File: src/source/rvBack_cfg.svh
`ifndef RVBACK_CFG_SVH
`define RVBACK_CFG_SVH

// Data path width
`define XLEN 32

// Data memory depth in 32-bit words, must be a power of two
`define DMEM_WORDS 1024

`endif

File: src/source/rvBackPkg.sv
package rvBackPkg;

	// Writeback source chosen by the execute stage
	typedef enum logic [1:0] {
		wbAlu     = 2'd0,
		wbLoad    = 2'd1,
		wbPcPlus4 = 2'd2,
		wbJump    = 2'd3
	} wbSelT;

	// Memory access width, encoded as the load/store funct3 field
	typedef enum logic [2:0] {
		accByte  = 3'b000,
		accHalf  = 3'b001,
		accWord  = 3'b010,
		accByteU = 3'b100, // LBU
		accHalfU = 3'b101  // LHU
	} accessT;

	// Major opcodes that separate loads from stores
	localparam logic [6:0] opLoad  = 7'b0000011;
	localparam logic [6:0] opStore = 7'b0100011;

endpackage

File: src/source/writebackStage.sv
`timescale 1ns/1ns
`include "rvBack_cfg.svh"

module writebackStage (
	input  logic [`XLEN-1:0]    aluOutW,
	input  logic [`XLEN-1:0]    pcPlus4W,
	input  logic [`XLEN-1:0]    jumpResultPlus4W,
	input  rvBackPkg::wbSelT    wbSelW,
	input  logic                regWriteW,
	input  logic [4:0]          rdW,
	input  logic [`XLEN-1:0]    loadData,

	// Register file write port
	output logic                rfWe,
	output logic [4:0]          rfAddr,
	output logic [`XLEN-1:0]    rfData,

	// Bypass back to execute
	output logic [`XLEN-1:0]    wbValue,
	output logic [4:0]          wbRd,
	output logic                wbWrite
);

	logic [`XLEN-1:0] result;
	logic             doWrite;

	always_comb begin
		case (wbSelW)
			rvBackPkg::wbAlu:     result = aluOutW;
			rvBackPkg::wbLoad:    result = loadData;
			rvBackPkg::wbPcPlus4: result = pcPlus4W;
			rvBackPkg::wbJump:    result = jumpResultPlus4W;
			default:              result = aluOutW;
		endcase
	end

	// Writes to x0 are dropped here and nowhere else
	assign doWrite = regWriteW && (rdW != 5'd0);

	assign rfWe    = doWrite;
	assign rfAddr  = rdW;
	assign rfData  = result;

	assign wbValue = result;
	assign wbRd    = rdW;
	assign wbWrite = doWrite;

endmodule

File: config.mk
export PLATFORM = sky130hd
export DESIGN_NAME = writebackStage
export DESIGN_NICKNAME = d
export VERILOG_FILES = /design/src/source/rvBackPkg.sv /design/src/source/writebackStage.sv
export VERILOG_INCLUDE_DIRS = /design/src /design/src/source
export SDC_FILE = /design/constraint.sdc
export NUM_CORES = 1
export LEC_CHECK = 0
export BUFFER_PORTS_ARGS = -buffer_cell sky130_fd_sc_hd__buf_2
export CORE_AREA = 2 2 82 84
export DETAILED_ROUTE_END_ITERATION = 7
export DIE_AREA = 0 0 84 86
export PLACE_DENSITY = 0.67
export SYNTH_ARGS = -nofsm -noshare
export SYNTH_HDL_FRONTEND = slang
export SYNTH_SLANG_ARGS = --single-unit
export TNS_END_PERCENT = 5
File: constraint.sdc
create_clock -name vclk -period 1.15
set_clock_uncertainty 0.2 [all_clocks]
set_input_delay 0 -clock vclk [all_inputs]
set_output_delay 0 -clock vclk [all_outputs]
set_load 0.005 [all_outputs]
# == Word level (Yosys, flattened, before mapping) ==
# Cells that the tools add are included.
# totals
out_inout_bits,76
latch_bits,0
word_cells,7
romBits,0
memories,0
ram_bits,0
regBits,0
# op_classes
n_lt_le_gt_ge,0
bitwise,0
n_mul,0
mux,1
div_mod_pow,0
n_reduce_logical,3
shift,0
add_sub_neg,0
eq_ne,3
# op_table
op,count
$pmux 32 s4,1
$reduce_bool 5->1,1
$eq 2x2->1 const B,2
$eq 2x1->1 const B,1
$logic_not 2->1,1
$logic_and 1x1->1,1

# == Longest topological paths before layout ==
# depth
word_depth,2
ltp_mapped,4

# == Worst setup path before layout ==
# Ideal clock, no wire load.
# synth_path
path_kind,in2out
from,in wbSelW[0]
to,out wbValue[0]
path_buffers,3
required_ps,950
arrival_time_ps,926
path_slack_ps,24
stages,4
cell_sequence,buf_6 buf_12 mux4_2 buf_4
# synth_between
elab_chain_len,2
elab_cells_between_ends,5
cone_classes,3 x eq/ne; 1 x mux; 1 x reduce/logical
# synth_lines
element,line,text
"start, declared",writebackStage.sv:8,"input rvBackPkg::wbSelT wbSelW,"
$eq 2x2->1 (tied with other cells),writebackStage.sv:28,case (wbSelW)
$pmux 32 s4 (*),writebackStage.sv:28,
"end, declared",writebackStage.sv:19,"output logic [`XLEN-1:0] wbValue,"
# Mark *: on every way between the ends. The rest lies on a longest branch, timed or not.

# == Worst setup path in the final report ==
# layout_path
from,in wbSelW[0]
to,out wbValue[1]
# Same word-level chain as after synthesis.

==> impl_metrics.json <==
{
  "fin_nets": 395,
  "finalCriticalPeriod_ps": 1150,
  "rsz0062_at_grt": "yes",
  "tightest_slew_ps": 106,
  "critPathKind": "in -> out",
  "gr-usage-all-layers_pct": 11.7,
  "drive_above_1_share_pct": 98.1,
  "clock.fmax_mhz": 870,
  "dpl.cell_count": 327,
  "synth.yosys.seq_area_share_pct": 0,
  "ios": 212,
  "synth.avg_cell_area_um2": 13.7,
  "tns_ps": 0,
  "p_leak_nw": 1.15,
  "critPathRequiredTime_ps": 950,
  "drt_iter0_markers": 29,
  "final_cells": 334,
  "critPathCaptureType": "primary output",
  "layout_commonest_cell": "buf_2",
  "chipWidth_um": 84,
  "whs_path_depth": 2,
  "initial_core_util_pct": 18.4,
  "n_antenna_cell": 0,
  "grt_pass1_wl_um": 7060,
  "cp-start-kind": "input pin",
  "seq_cell_count": 0,
  "min_from": "rdW[1]",
  "fillers": 654,
  "synth_nets": 220,
  "place_congestion": 0.697,
  "grt_pass1_vias": 1441,
  "holdPathEnd": "wbRd[1]",
  "gr-total-overflow": 0,
  "grt_max_degree": 18,
  "synth_cells": 84,
  "stdcell_area_um2": 2130,
  "finalWirelength_um": 4950,
  "ys_types": 8,
  "hold_viol_final": 1,
  "vias_per_cell": 4.44,
  "io_buffers": 212,
  "worst_hold_slack_ps": -1.19,
  "violations": "negative hold slack",
  "ff_latch_area_um2": 0,
  "maxCapViolations": 0,
  "area_growth_pct": 85.0,
  "max-slew-margin-rel_pct": 92.9,
  "hold_class": "in -> out",
  "dr_total_vias": 1482,
  "setup_viol": 0,
  "power.density_nw_per_um2": 420,
  "die_area_um2": 7220,
  "status": "complete, but fails checks",
  "dr.pass1.iters": 4,
  "crit_fanout": 7,
  "synth-warning-count": 0,
  "core.rowCount": 29,
  "coreArea_um2": 6280,
  "hpwlAfterDp_um": 4250,
  "drtAntennaViolNets": 0,
  "postCtsSetupBuffers": 0,
  "peakVddDrop_v": 0.000181,
  "drc": 0,
  "grt_antenna_before_repair": 0,
  "fin_crit_sh_pct": 99.9,
  "place_area_um2": 1980,
  "final_cell_mix": "209 x buf_2, 32 x mux4_2, 4 x dlygate4sd3_1, 4 x buf_12, 3 x buf_16",
  "slew_violations": 0,
  "worstPathArrival_ps": 950,
  "wl_per_cell_um": 14.8,
  "power_w": 0.000896,
  "clkbuf_count": 0,
  "multi_input_area_um2": 739,
  "syn_area_um2": 1150,
  "die_y_um": 86
}
[area by class of cell]
type	instances	area share, %
Timing Repair Buffer	223	60.8
Multi-Input combinational cell	34	34.7
Tap cell	77	4.52
[worst max-delay path, cell delays in order]
cell       delay [ps]
buf_12            120
clkbuf_16         170
mux4_2            510
buf_2             140
[where the power goes]
| part | leakage, nW | total (W) | internal (W) | switching, W |
|---|---|---|---|---|
| logic | 1.15 | 0.000896 | 0.000576 | 0.000319 |
| registers | 0 | 0 | 0 | 0 |
| clock network | 0 | 0 | 0 | 0 |
[logic make-up after synthesis]
kind of cell           share of synthesized area (%)
buffers and inverters                           35.5
AND/OR/NAND/NOR                                0.652
AO/OA/AOI/OAI                                  0.652
multiplexers                                    63.2
[metal layers]
layer  share of wire [%]  GRT usage (%)
met5                   0              0
met4                   0          0.147
met3                 9.0           1.35
met2                  55           23.1
met1                  36           14.6
[what timing repair did]
item	in CTS	in global routing
resized for setup	11	1
hold buffers	4	0
setup endpoints to repair	66	32
pin swaps	1	0
cloned	2	1
endpoints found under the hold margin	8	0
[synthesized netlist by cell type]
cell / count / area, um2
buf_12: 3 / 60.1
buf_4: 43 / 323
or4_1: 1 / 7.51
buf_2: 3 / 15.0
mux4_1: 2 / 52.6
buf_6: 1 / 11.3
o21a_1: 1 / 7.51
mux4_2: 30 / 676
[how the worst max path moves through the flow]
stage / from / endpoint / cells after the start
global placement: wbSelW[0] / wbValue[29] / 4
CTS: wbSelW[0] / rfData[24] / 4
global route: wbSelW[0] / wbValue[7] / 4
detailed placement: wbSelW[0] / wbValue[28] / 4
finish: wbSelW[0] / wbValue[1] / 4
floorplan: wbSelW[0] / wbValue[0] / 4
[metrics by stage]
step                utilization (%)  hold WS [ps]  worst slack, ps
detailed placement             31.6         -11.7             -139
global placement               31.6         -10.2             -127
CTS                            33.5          3.86            -35.0
finish                         34.0         -1.19            0.728
floorplan                         -          -119             24.0
global route                   34.0          8.65            -36.5
(Power assumes the default switching activity.)
