--- config.mk ---
export PLATFORM = sky130hd
export DESIGN_NAME = regFile
export DESIGN_NICKNAME = d
export VERILOG_FILES = /design/src/source/regFile.sv
export VERILOG_INCLUDE_DIRS = /design/src /design/src/source
export SDC_FILE = /design/constraint.sdc
export NUM_CORES = 1
export LEC_CHECK = 0
export BUFFER_PORTS_ARGS = -buffer_cell sky130_fd_sc_hd__buf_2
export CORE_ASPECT_RATIO = 0.5
export CORE_MARGIN = 1
export CORE_UTILIZATION = 55
export CTS_CLUSTER_SIZE = 8
export DETAILED_ROUTE_END_ITERATION = 8
export PLACE_DENSITY = 0.78
export SYNTH_ARGS = -nofsm -noshare
export SYNTH_HDL_FRONTEND = slang
export SYNTH_SLANG_ARGS = --single-unit
--- constraint.sdc ---
create_clock -name clk -period 9.11 [get_ports clk]
set_input_delay 1.822 -clock clk [delete_from_list [all_inputs] [get_ports clk]]
set_output_delay 1.822 -clock clk [all_outputs]
set_load 0.03 [all_outputs]
--- src/source/rvBack_cfg.svh ---
`ifndef RVBACK_CFG_SVH
`define RVBACK_CFG_SVH

// Data path width
`define XLEN 32

// Data memory depth in 32-bit words, must be a power of two
`define DMEM_WORDS 1024

`endif

--- src/source/regFile.sv ---
`timescale 1ns/1ns
`include "rvBack_cfg.svh"

module regFile (
	input  logic                clk,
	input  logic                we,
	input  logic [4:0]          waddr,
	input  logic [`XLEN-1:0]    wdata,
	input  logic [4:0]          raddr1,
	input  logic [4:0]          raddr2,
	output logic [`XLEN-1:0]    rdata1,
	output logic [`XLEN-1:0]    rdata2
);

	// Entry 0 is never written since the write enable already excludes x0
	logic [`XLEN-1:0] regs [32];

	always_ff @(posedge clk) begin
		if (we)
			regs[waddr] <= wdata;
	end

	// Same-cycle write is not visible here, the bypass covers it
	assign rdata1 = (raddr1 == 5'd0) ? '0 : regs[raddr1];
	assign rdata2 = (raddr2 == 5'd0) ? '0 : regs[raddr2];

endmodule

* Yosys cells after proc, flatten, opt, wreduce, memory -nomap -nowiden *
Memory sizes are Yosys's and may differ from the RTL's.
Index checks and enable logic that the tools add are counted.

cells by class
  multiplexer cells = 4
  reduce and logical (&&, ||, !) cells = 2

operators by type and width
  operator          number
  $mux W32          2
  $logic_not A5 Y1  2
  $mux W1           2

storage, ports and cells
  register bits = 0
  memory bits (writable) = 1024
  input bits = 49
  output and inout port bits = 64
  logic and storage cells = 7
  memories kept = 1

memory list
  memory  depth  bits a word  rd ports  clocked after Yosys merged registers in  write ports  line           text
  regs    32     32           2         0                                        1            regFile.sv:16  logic [`XLEN-1:0] regs [32];

* Logic depth before layout (Yosys ltp) *
Gate-level depths: netlist of the first run.

  word-level depth = 2
  mapped depth = 9
  mapped depth without buffers = 4

* Worst setup path before layout of the first run *
Ideal clock, no wire load.

  path type = input-to-output
  from = in raddr1[0]
  to = out rdata1[10]
  data arrival time = 3.966 ns
  data required time = 7.288 ns
  path slack = 3.322 ns
  stages = 8
  buffers on the path = 4
  cells stage by stage = buf_2 -> buf_2 -> inv_1 -> buf_2 -> buf_2 -> nand2_1 -> a32o_1 -> nor4_1

on the way
  cells in the longest elaborated chain, start to end = 2
  elaborated cells between the ends (all ways) = 3
  those cells by class = mux: 1; reduce/logical: 1; memory: 1

RTL lines
  what                                                        line           text
  from (decl)                                                 regFile.sv:9   input logic [4:0] raddr1,
  $mem_v2 Z32 W32 / $logic_not A5 Y1 (equally long branches)  -
  $mux W32 *                                                  regFile.sv:24  assign rdata1 = (raddr1 == 5'd0) ? '0 : regs[raddr1];
  to (decl)                                                   regFile.sv:11  output logic [`XLEN-1:0] rdata1,

Every way passes the cells marked *; elsewhere a longest branch is shown, timed or not.

* Worst setup path after layout of the first run *
  from = in raddr2[1]
  to = out rdata2[26]

on the way
  cells in the longest elaborated chain, start to end = 2
  elaborated cells between the ends (all ways) = 3
  those cells by class = mux: 1; reduce/logical: 1; memory: 1

RTL lines
  what                                                        line           text
  from (decl)                                                 regFile.sv:10  input logic [4:0] raddr2,
  $mem_v2 Z32 W32 / $logic_not A5 Y1 (equally long branches)  -
  $mux W32 *                                                  regFile.sv:25  assign rdata2 = (raddr2 == 5'd0) ? '0 : regs[raddr2];
  to (decl)                                                   regFile.sv:12  output logic [`XLEN-1:0] rdata2

Marks and branches as above.

==> results.json, run 1 <==
{
  "status": "completed",
  "viasPerCell": 7.740,
  "drtAntennaViolNets": 0,
  "setup-violations-final": 0,
  "clkSinkCount": 1024,
  "rsz0062_at_grt": "false",
  "track_usage": 0.3262,
  "numCtsBuffers": 145,
  "syn_area_per_cell_sq_um": 19.57,
  "ys_types": 40,
  "yosys_warnings": 0,
  "grt_pass1_vias": 28180,
  "largest_registers": "regs: 1024 flops",
  "std_cell_rows": 75,
  "fillers": 5434,
  "switching_share": 0.2308,
  "min_path_type": "input pin to flip-flop",
  "crit_chain": "buf_4, or3_2, buf_4, o22ai_1, a2111oi_0, nor3_1, buf_2",
  "cts_max_path_buffers": 3,
  "cp-end-kind": "output port",
  "cts-root-buf": "clkbuf_16",
  "synthArstFlopShare": 0,
  "p_int_uw": 8468,
  "ir_worst_vdd_mv": 0.1913,
  "crit_end": "rdata2[26]",
  "syn_nets": 2449,
  "slowest_delay_ns": 0.99,
  "power.density_nw_per_um2": 208.4,
  "switchingPower_uw": 2541,
  "cp-start-kind": "input pin",
  "wire_per_inst_um": 38.42,
  "drt_wl_total_um": 141200,
  "finalSetupTns_ns": 0,
  "final_layout_size_suffix_gt1_frac": 0.3252,
  "cp_slowest_cell": "nor3_1",
  "maxSlewViolCount": 0,
  "ios": 113,
  "holdBufCountCts": 0,
  "fp.dieH_um": 208.6,
  "synth_edf_count": 1024,
  "seqCellArea_sq_um": 30750,
  "synth_seq_cells": 1024,
  "final_cell_mix": "edfxtp_1 (1024), mux4_2 (425), mux2i_1 (183)",
  "cts_tree": "done",
  "required_ns": 7.29,
  "synth_cells": 2400,
  "hpwl_um": 77600,
  "grt_pass1_wl_um": 199600,
  "initial_core_util": 0.5579,
  "overflow": 0,
  "drc": 0,
  "io_buffers": 112,
  "fin_hold_ws_ns": 1.578,
  "die_area_sq_um": 86630,
  "criticalPathCategory": "input pin to output port",
  "die_w_um": 415.2,
  "largest_reg_flops": 1024,
  "critPathLaunch": "raddr2[1]",
  "nets": 2585,
  "timing.fmax_mhz": 139.2,
  "drt_iter0_drc": 4903,
  "gp_congestion": 0.8748,
  "htree_levels": 4,
  "vias": 28440,
  "post_cts_buffers": 0,
  "comb_power_share": 0.086,
  "post-route-period-util": 0.7883,
  "cts-resized-gates": 0,
  "hold_violations": 0,
  "grt_max_degree": 107,
  "slew_headroom": 0.05891,
  "crit_fanout": 50,
  "syn_area_sq_um": 46960,
  "cp_data_arrival_time_ns": 5.36,
  "grt_antenna_before_repair": 15,
  "clk_pin_slew_ns": 0.05,
  "drt-pass1-iter-count": 8,
  "seq_power_share": 0.480,
  "regMostFlops": "regs",
  "area_growth_pct": 12.47,
  "pwr-share-clk": 0.434,
  "min_period_ns": 7.182,
  "worstMarginPinSlew_ns": 1.408,
  "yosysSeqAreaShare": 0.6548,
  "final_common_cell": "edfxtp_1",
  "p_leak_uw": 0.01713,
  "path_common_cell": "buf_4",
  "synthFlopType": "edfxtp_1",
  "drv_cap": 0,
  "coreArea_sq_um": 84170,
  "multi_input_area_sq_um": 15420
}
==> through the flow <==
step	worst slack, ns	cell area, sq um	utilization	cells	total power, uW
after CTS	2.151	52790	0.6272	3665	11000
after global placement	2.010	48920	0.5812	3505	6271
final	1.928	52820	0.6275	3675	11010
after global routing	2.042	52800	0.6272	3668	11230
after floorplan	3.322	46960	-	2400	5949
after detailed placement	2.141	48920	0.5812	3505	6288
==> worst min-delay path by stage <==
stage | slack (ns) | endpoint | depth (start not counted) | startpoint
finish | 1.58 | regs[18][25] | 1 | wdata[25]
global route | 1.57 | regs[18][25] | 1 | wdata[25]
CTS | 1.54 | regs[17][20] | 1 | wdata[20]
detailed placement | 2.32 | regs[22][20] | 1 | wdata[20]
global placement | 2.31 | regs[29][27] | 1 | wdata[27]
floorplan | 1.92 | regs[0][0] | 0 | wdata[0]
==> layer usage <==
layer	GRT usage	vias to the layer above	routed length, um
met2	0.4917	2744	64440
met4	0.1559	8	6777
met5	0	-	53
met1	0.4404	14610	48970
li1	-	10650	-
met3	0.09805	434	20950
==> critical path: cells and delay by family <==
| family | cells | cell delay [ns] |
|---|---|---|
| AO/OA/AOI/OAI | 2 | 0.33 |
| buffers and inverters | 3 | 1.22 |
| AND/OR/NAND/NOR | 2 | 1.94 |
==> cells by family after synthesis <==
family / count (synthesis) / share of synthesized area
buffers and inverters: 226 / 0.02313
AOI/OAI and AO/OA: 331 / 0.05409
muxes: 632 / 0.2486
and+or+nand+nor: 187 / 0.01940
DFF: 1024 / 0.6548
==> cell type report <==
cell class / count / share of cell area
Inverter: 25 / 0.001824
Clock buffer: 149 / 0.07060
Timing Repair Buffer: 190 / 0.02397
Clock inverter: 11 / 0.002606
Tap cell: 1116 / 0.02644
Sequential cell: 1024 / 0.5822
Multi-Input combinational cell: 1150 / 0.2919
Antenna cell: 10 / 0.0004738
==> synth_stat cells (2+ instances only) <==
master,instances,area [sq um]
nand3b_1,7,52.55
or3b_2,3,26.28
or3b_1,2,17.52
mux2i_1,183,1832
nor4_1,9,56.30
a32o_1,9,90.09
and2_1,13,81.33
a2111oi_0,31,271.5
buf_1,7,26.28
or3_1,2,12.51
o221ai_1,31,271.5
a221oi_1,23,201.4
nand3_1,4,20.02
buf_6,12,135.1
buf_4,20,150.1
nand2_1,65,244.0
inv_1,25,93.84
buf_2,58,290.3
edfxtp_1,1024,30750
a21oi_1,46,230.2
mux4_2,425,9572
a211oi_1,47,352.8
a211o_1,23,201.4
clkbuf_1,104,390.4
nor2b_1,8,50.05
nor3_1,32,160.2
o22ai_1,55,344.1
nor2_1,35,131.4
mux2_2,5,56.30
mux2_1,19,214.0
nand2b_1,3,18.77
a22o_1,62,543.0
==> power by group through the flow <==
| stage | clock (uW) | combinational [uW] | sequential (uW) |
|---|---|---|---|
| after global placement | 0 | 909 | 5360 |
| after global routing | 4970 | 972 | 5280 |
| after CTS | 4790 | 928 | 5280 |
| after detailed placement | 0 | 921 | 5370 |
| final | 4780 | 946 | 5280 |
| after floorplan | 0 | 591 | 5360 |
(Power assumes the default switching activity.)
==> run 2, diff against run 1 <==
==> constraint.sdc (replaced) <==
create_clock -name clk -period 6.61 [get_ports clk]
set_input_delay 1.322 -clock clk [delete_from_list [all_inputs] [get_ports clk]]
set_output_delay 1.322 -clock clk [all_outputs]
set_load 0.03 [all_outputs]
==> run 2 against run 1 <==
  * Via count increased by 0.94%
  * Critical endpoint is now rdata2[28]
  * Final area increased by 0.64%
  * Core utilization increased by 0.40 points
  * Sequential share of layout area decreased by 0.37 points
  * Total power increased by 38%
  * Largest power group unchanged
  * Largest cell class unchanged
==> results.json, run 2 (synthesized netlist as in run 1, its figures left out) <==
{
  "holdBufCountCts": 0,
  "finalSetupTns_ns": 0,
  "std_cell_rows": 75,
  "largest_registers": "regs: 1024 flops",
  "min_from": "wdata[18]",
  "regMostFlops": "regs",
  "drv_cap": 0,
  "cp-end-kind": "output port",
  "coreArea_sq_um": 84170,
  "clk_pin_slew_ns": 0.05,
  "fin_hold_ws_ns": 1.074,
  "largest_reg_flops": 1024,
  "maxSlewViolCount": 0,
  "seq_power_share": 0.478,
  "overflow": 0,
  "track_usage": 0.3323,
  "p_int_uw": 11720,
  "cp_num_buf_inv": 3,
  "die_w_um": 415.2,
  "slew_headroom": 0.1789,
  "numCtsBuffers": 146,
  "htree_levels": 4,
  "crit_chain": "buf_4, or3b_2, buf_4, o22ai_1, a2111oi_0, nor3_1, buf_2",
  "fin_util": 0.6315,
  "status": "completed",
  "ios": 113,
  "switching_share": 0.2312,
  "required_ns": 5.29,
  "hold_path_depth": 1,
  "drt-pass1-iter-count": 5,
  "setup-violations-final": 0,
  "drt_iter0_drc": 5032,
  "min_period_ns": 5.836,
  "io_buffers": 112,
  "final_layout_size_suffix_gt1_frac": 0.3326,
  "rsz0062_at_grt": "false",
  "comb_power_share": 0.087,
  "initial_core_util": 0.5579,
  "cts-resized-gates": 0,
  "cts_tree": "done",
  "fillers": 5415,
  "critPathTopFamily": "simple AND/OR/NAND/NOR gates",
  "cts-root-buf": "clkbuf_16",
  "timing.fmax_mhz": 171.4,
  "drtAntennaViolNets": 0,
  "area_growth_pct": 13.19,
  "post_cts_buffers": 0,
  "power.density_nw_per_um2": 286.8,
  "pwr-share-clk": 0.436,
  "slowest_delay_ns": 0.91,
  "p_leak_uw": 0.01731,
  "gp_congestion": 0.8865,
  "crit_fanout": 34,
  "switchingPower_uw": 3525,
  "grt_pass1_wl_um": 203400,
  "final_common_cell": "edfxtp_1",
  "grt_pass1_vias": 28760,
  "worstMarginPinSlew_ns": 1.229,
  "cts_max_path_buffers": 3,
  "cp-start-kind": "input pin",
  "criticalPathCategory": "input pin to output port",
  "ir_worst_vdd_mv": 0.3080,
  "path_common_cell": "buf_4",
  "final_cell_mix": "edfxtp_1 (1024), mux4_2 (425), mux2i_1 (183)",
  "vias": 28710,
  "min_path_type": "input pin to flip-flop",
  "cp_slowest_cell": "nor3_1",
  "grt_antenna_before_repair": 19,
  "viasPerCell": 7.743,
  "wire_per_inst_um": 38.69,
  "hpwl_um": 83100,
  "fp.dieH_um": 208.6,
  "drt_wl_total_um": 143500,
  "hold_violations": 0,
  "clkSinkCount": 1024,
  "drc": 0,
  "power.total_uw": 15240,
  "holdPathEnd": "regs[23][18]",
  "nets": 2613,
  "post-route-period-util": 0.8828,
  "grt_max_degree": 92,
  "cp_data_arrival_time_ns": 4.51,
  "die_area_sq_um": 86630
}
## run 2: changes by cell type in the layout (fill, tap and decap cells not counted), moves of 2 or more
cell      before  now
clkinv_8       4    1
diode_2       10   12
inv_6          6    8
buf_12         6   14
buf_4         73   92
clkbuf_1       0    2
## run 2: power by group through the flow
stage               clock network, uW  logic (uW)  registers, uW
floorplan                           0         814           7390
CTS                              6640        1300           7280
finish                           6640        1320           7280
global route                     6910        1360           7280
detailed placement                  0        1290           7400
global placement                    0        1270           7390
## run 2: layer usage
| layer | track usage | part of all wire | vias up |
|---|---|---|---|
| met3 | 0.09930 | 0.15 | 510 |
| met4 | 0.1879 | 0.057 | 16 |
| met2 | 0.4903 | 0.45 | 2718 |
| li1 | - | - | 10730 |
| met1 | 0.4465 | 0.34 | 14740 |
| met5 | 0 | 0.00075 | - |
## run 2: worst max-delay path by stage
stage	startpoint	endpoint	slack, ns	cells after the start
after floorplan	raddr1[0]	rdata1[10]	1.82	8
after global placement	raddr2[1]	rdata2[28]	0.88	7
after detailed placement	raddr2[1]	rdata2[28]	0.92	7
after CTS	raddr2[1]	rdata2[28]	0.91	7
after global routing	raddr2[1]	rdata2[28]	0.80	7
final	raddr2[1]	rdata2[28]	0.77	7
## run 2: layout make-up
type | count | area (sq um) | area share
timing repair buffer | 217 | 1569 | 0.02952
inverter | 25 | 96.34 | 0.001813
clock buffer | 152 | 3761 | 0.07076
tap | 1116 | 1396 | 0.02627
sequential | 1024 | 30750 | 0.5785
multi-input combinational | 1150 | 15410 | 0.2900
antenna | 12 | 30.03 | 0.0005650
clock inverter | 12 | 135.1 | 0.002542
## run 2: through the flow
stage	setup slack, ns	std cells	instance area (sq um)
after detailed placement	0.9171	3532	49230
after global routing	0.8029	3705	53140
after floorplan	1.822	2400	46960
after CTS	0.9071	3696	53120
after global placement	0.8816	3532	49230
final	0.7744	3708	53150
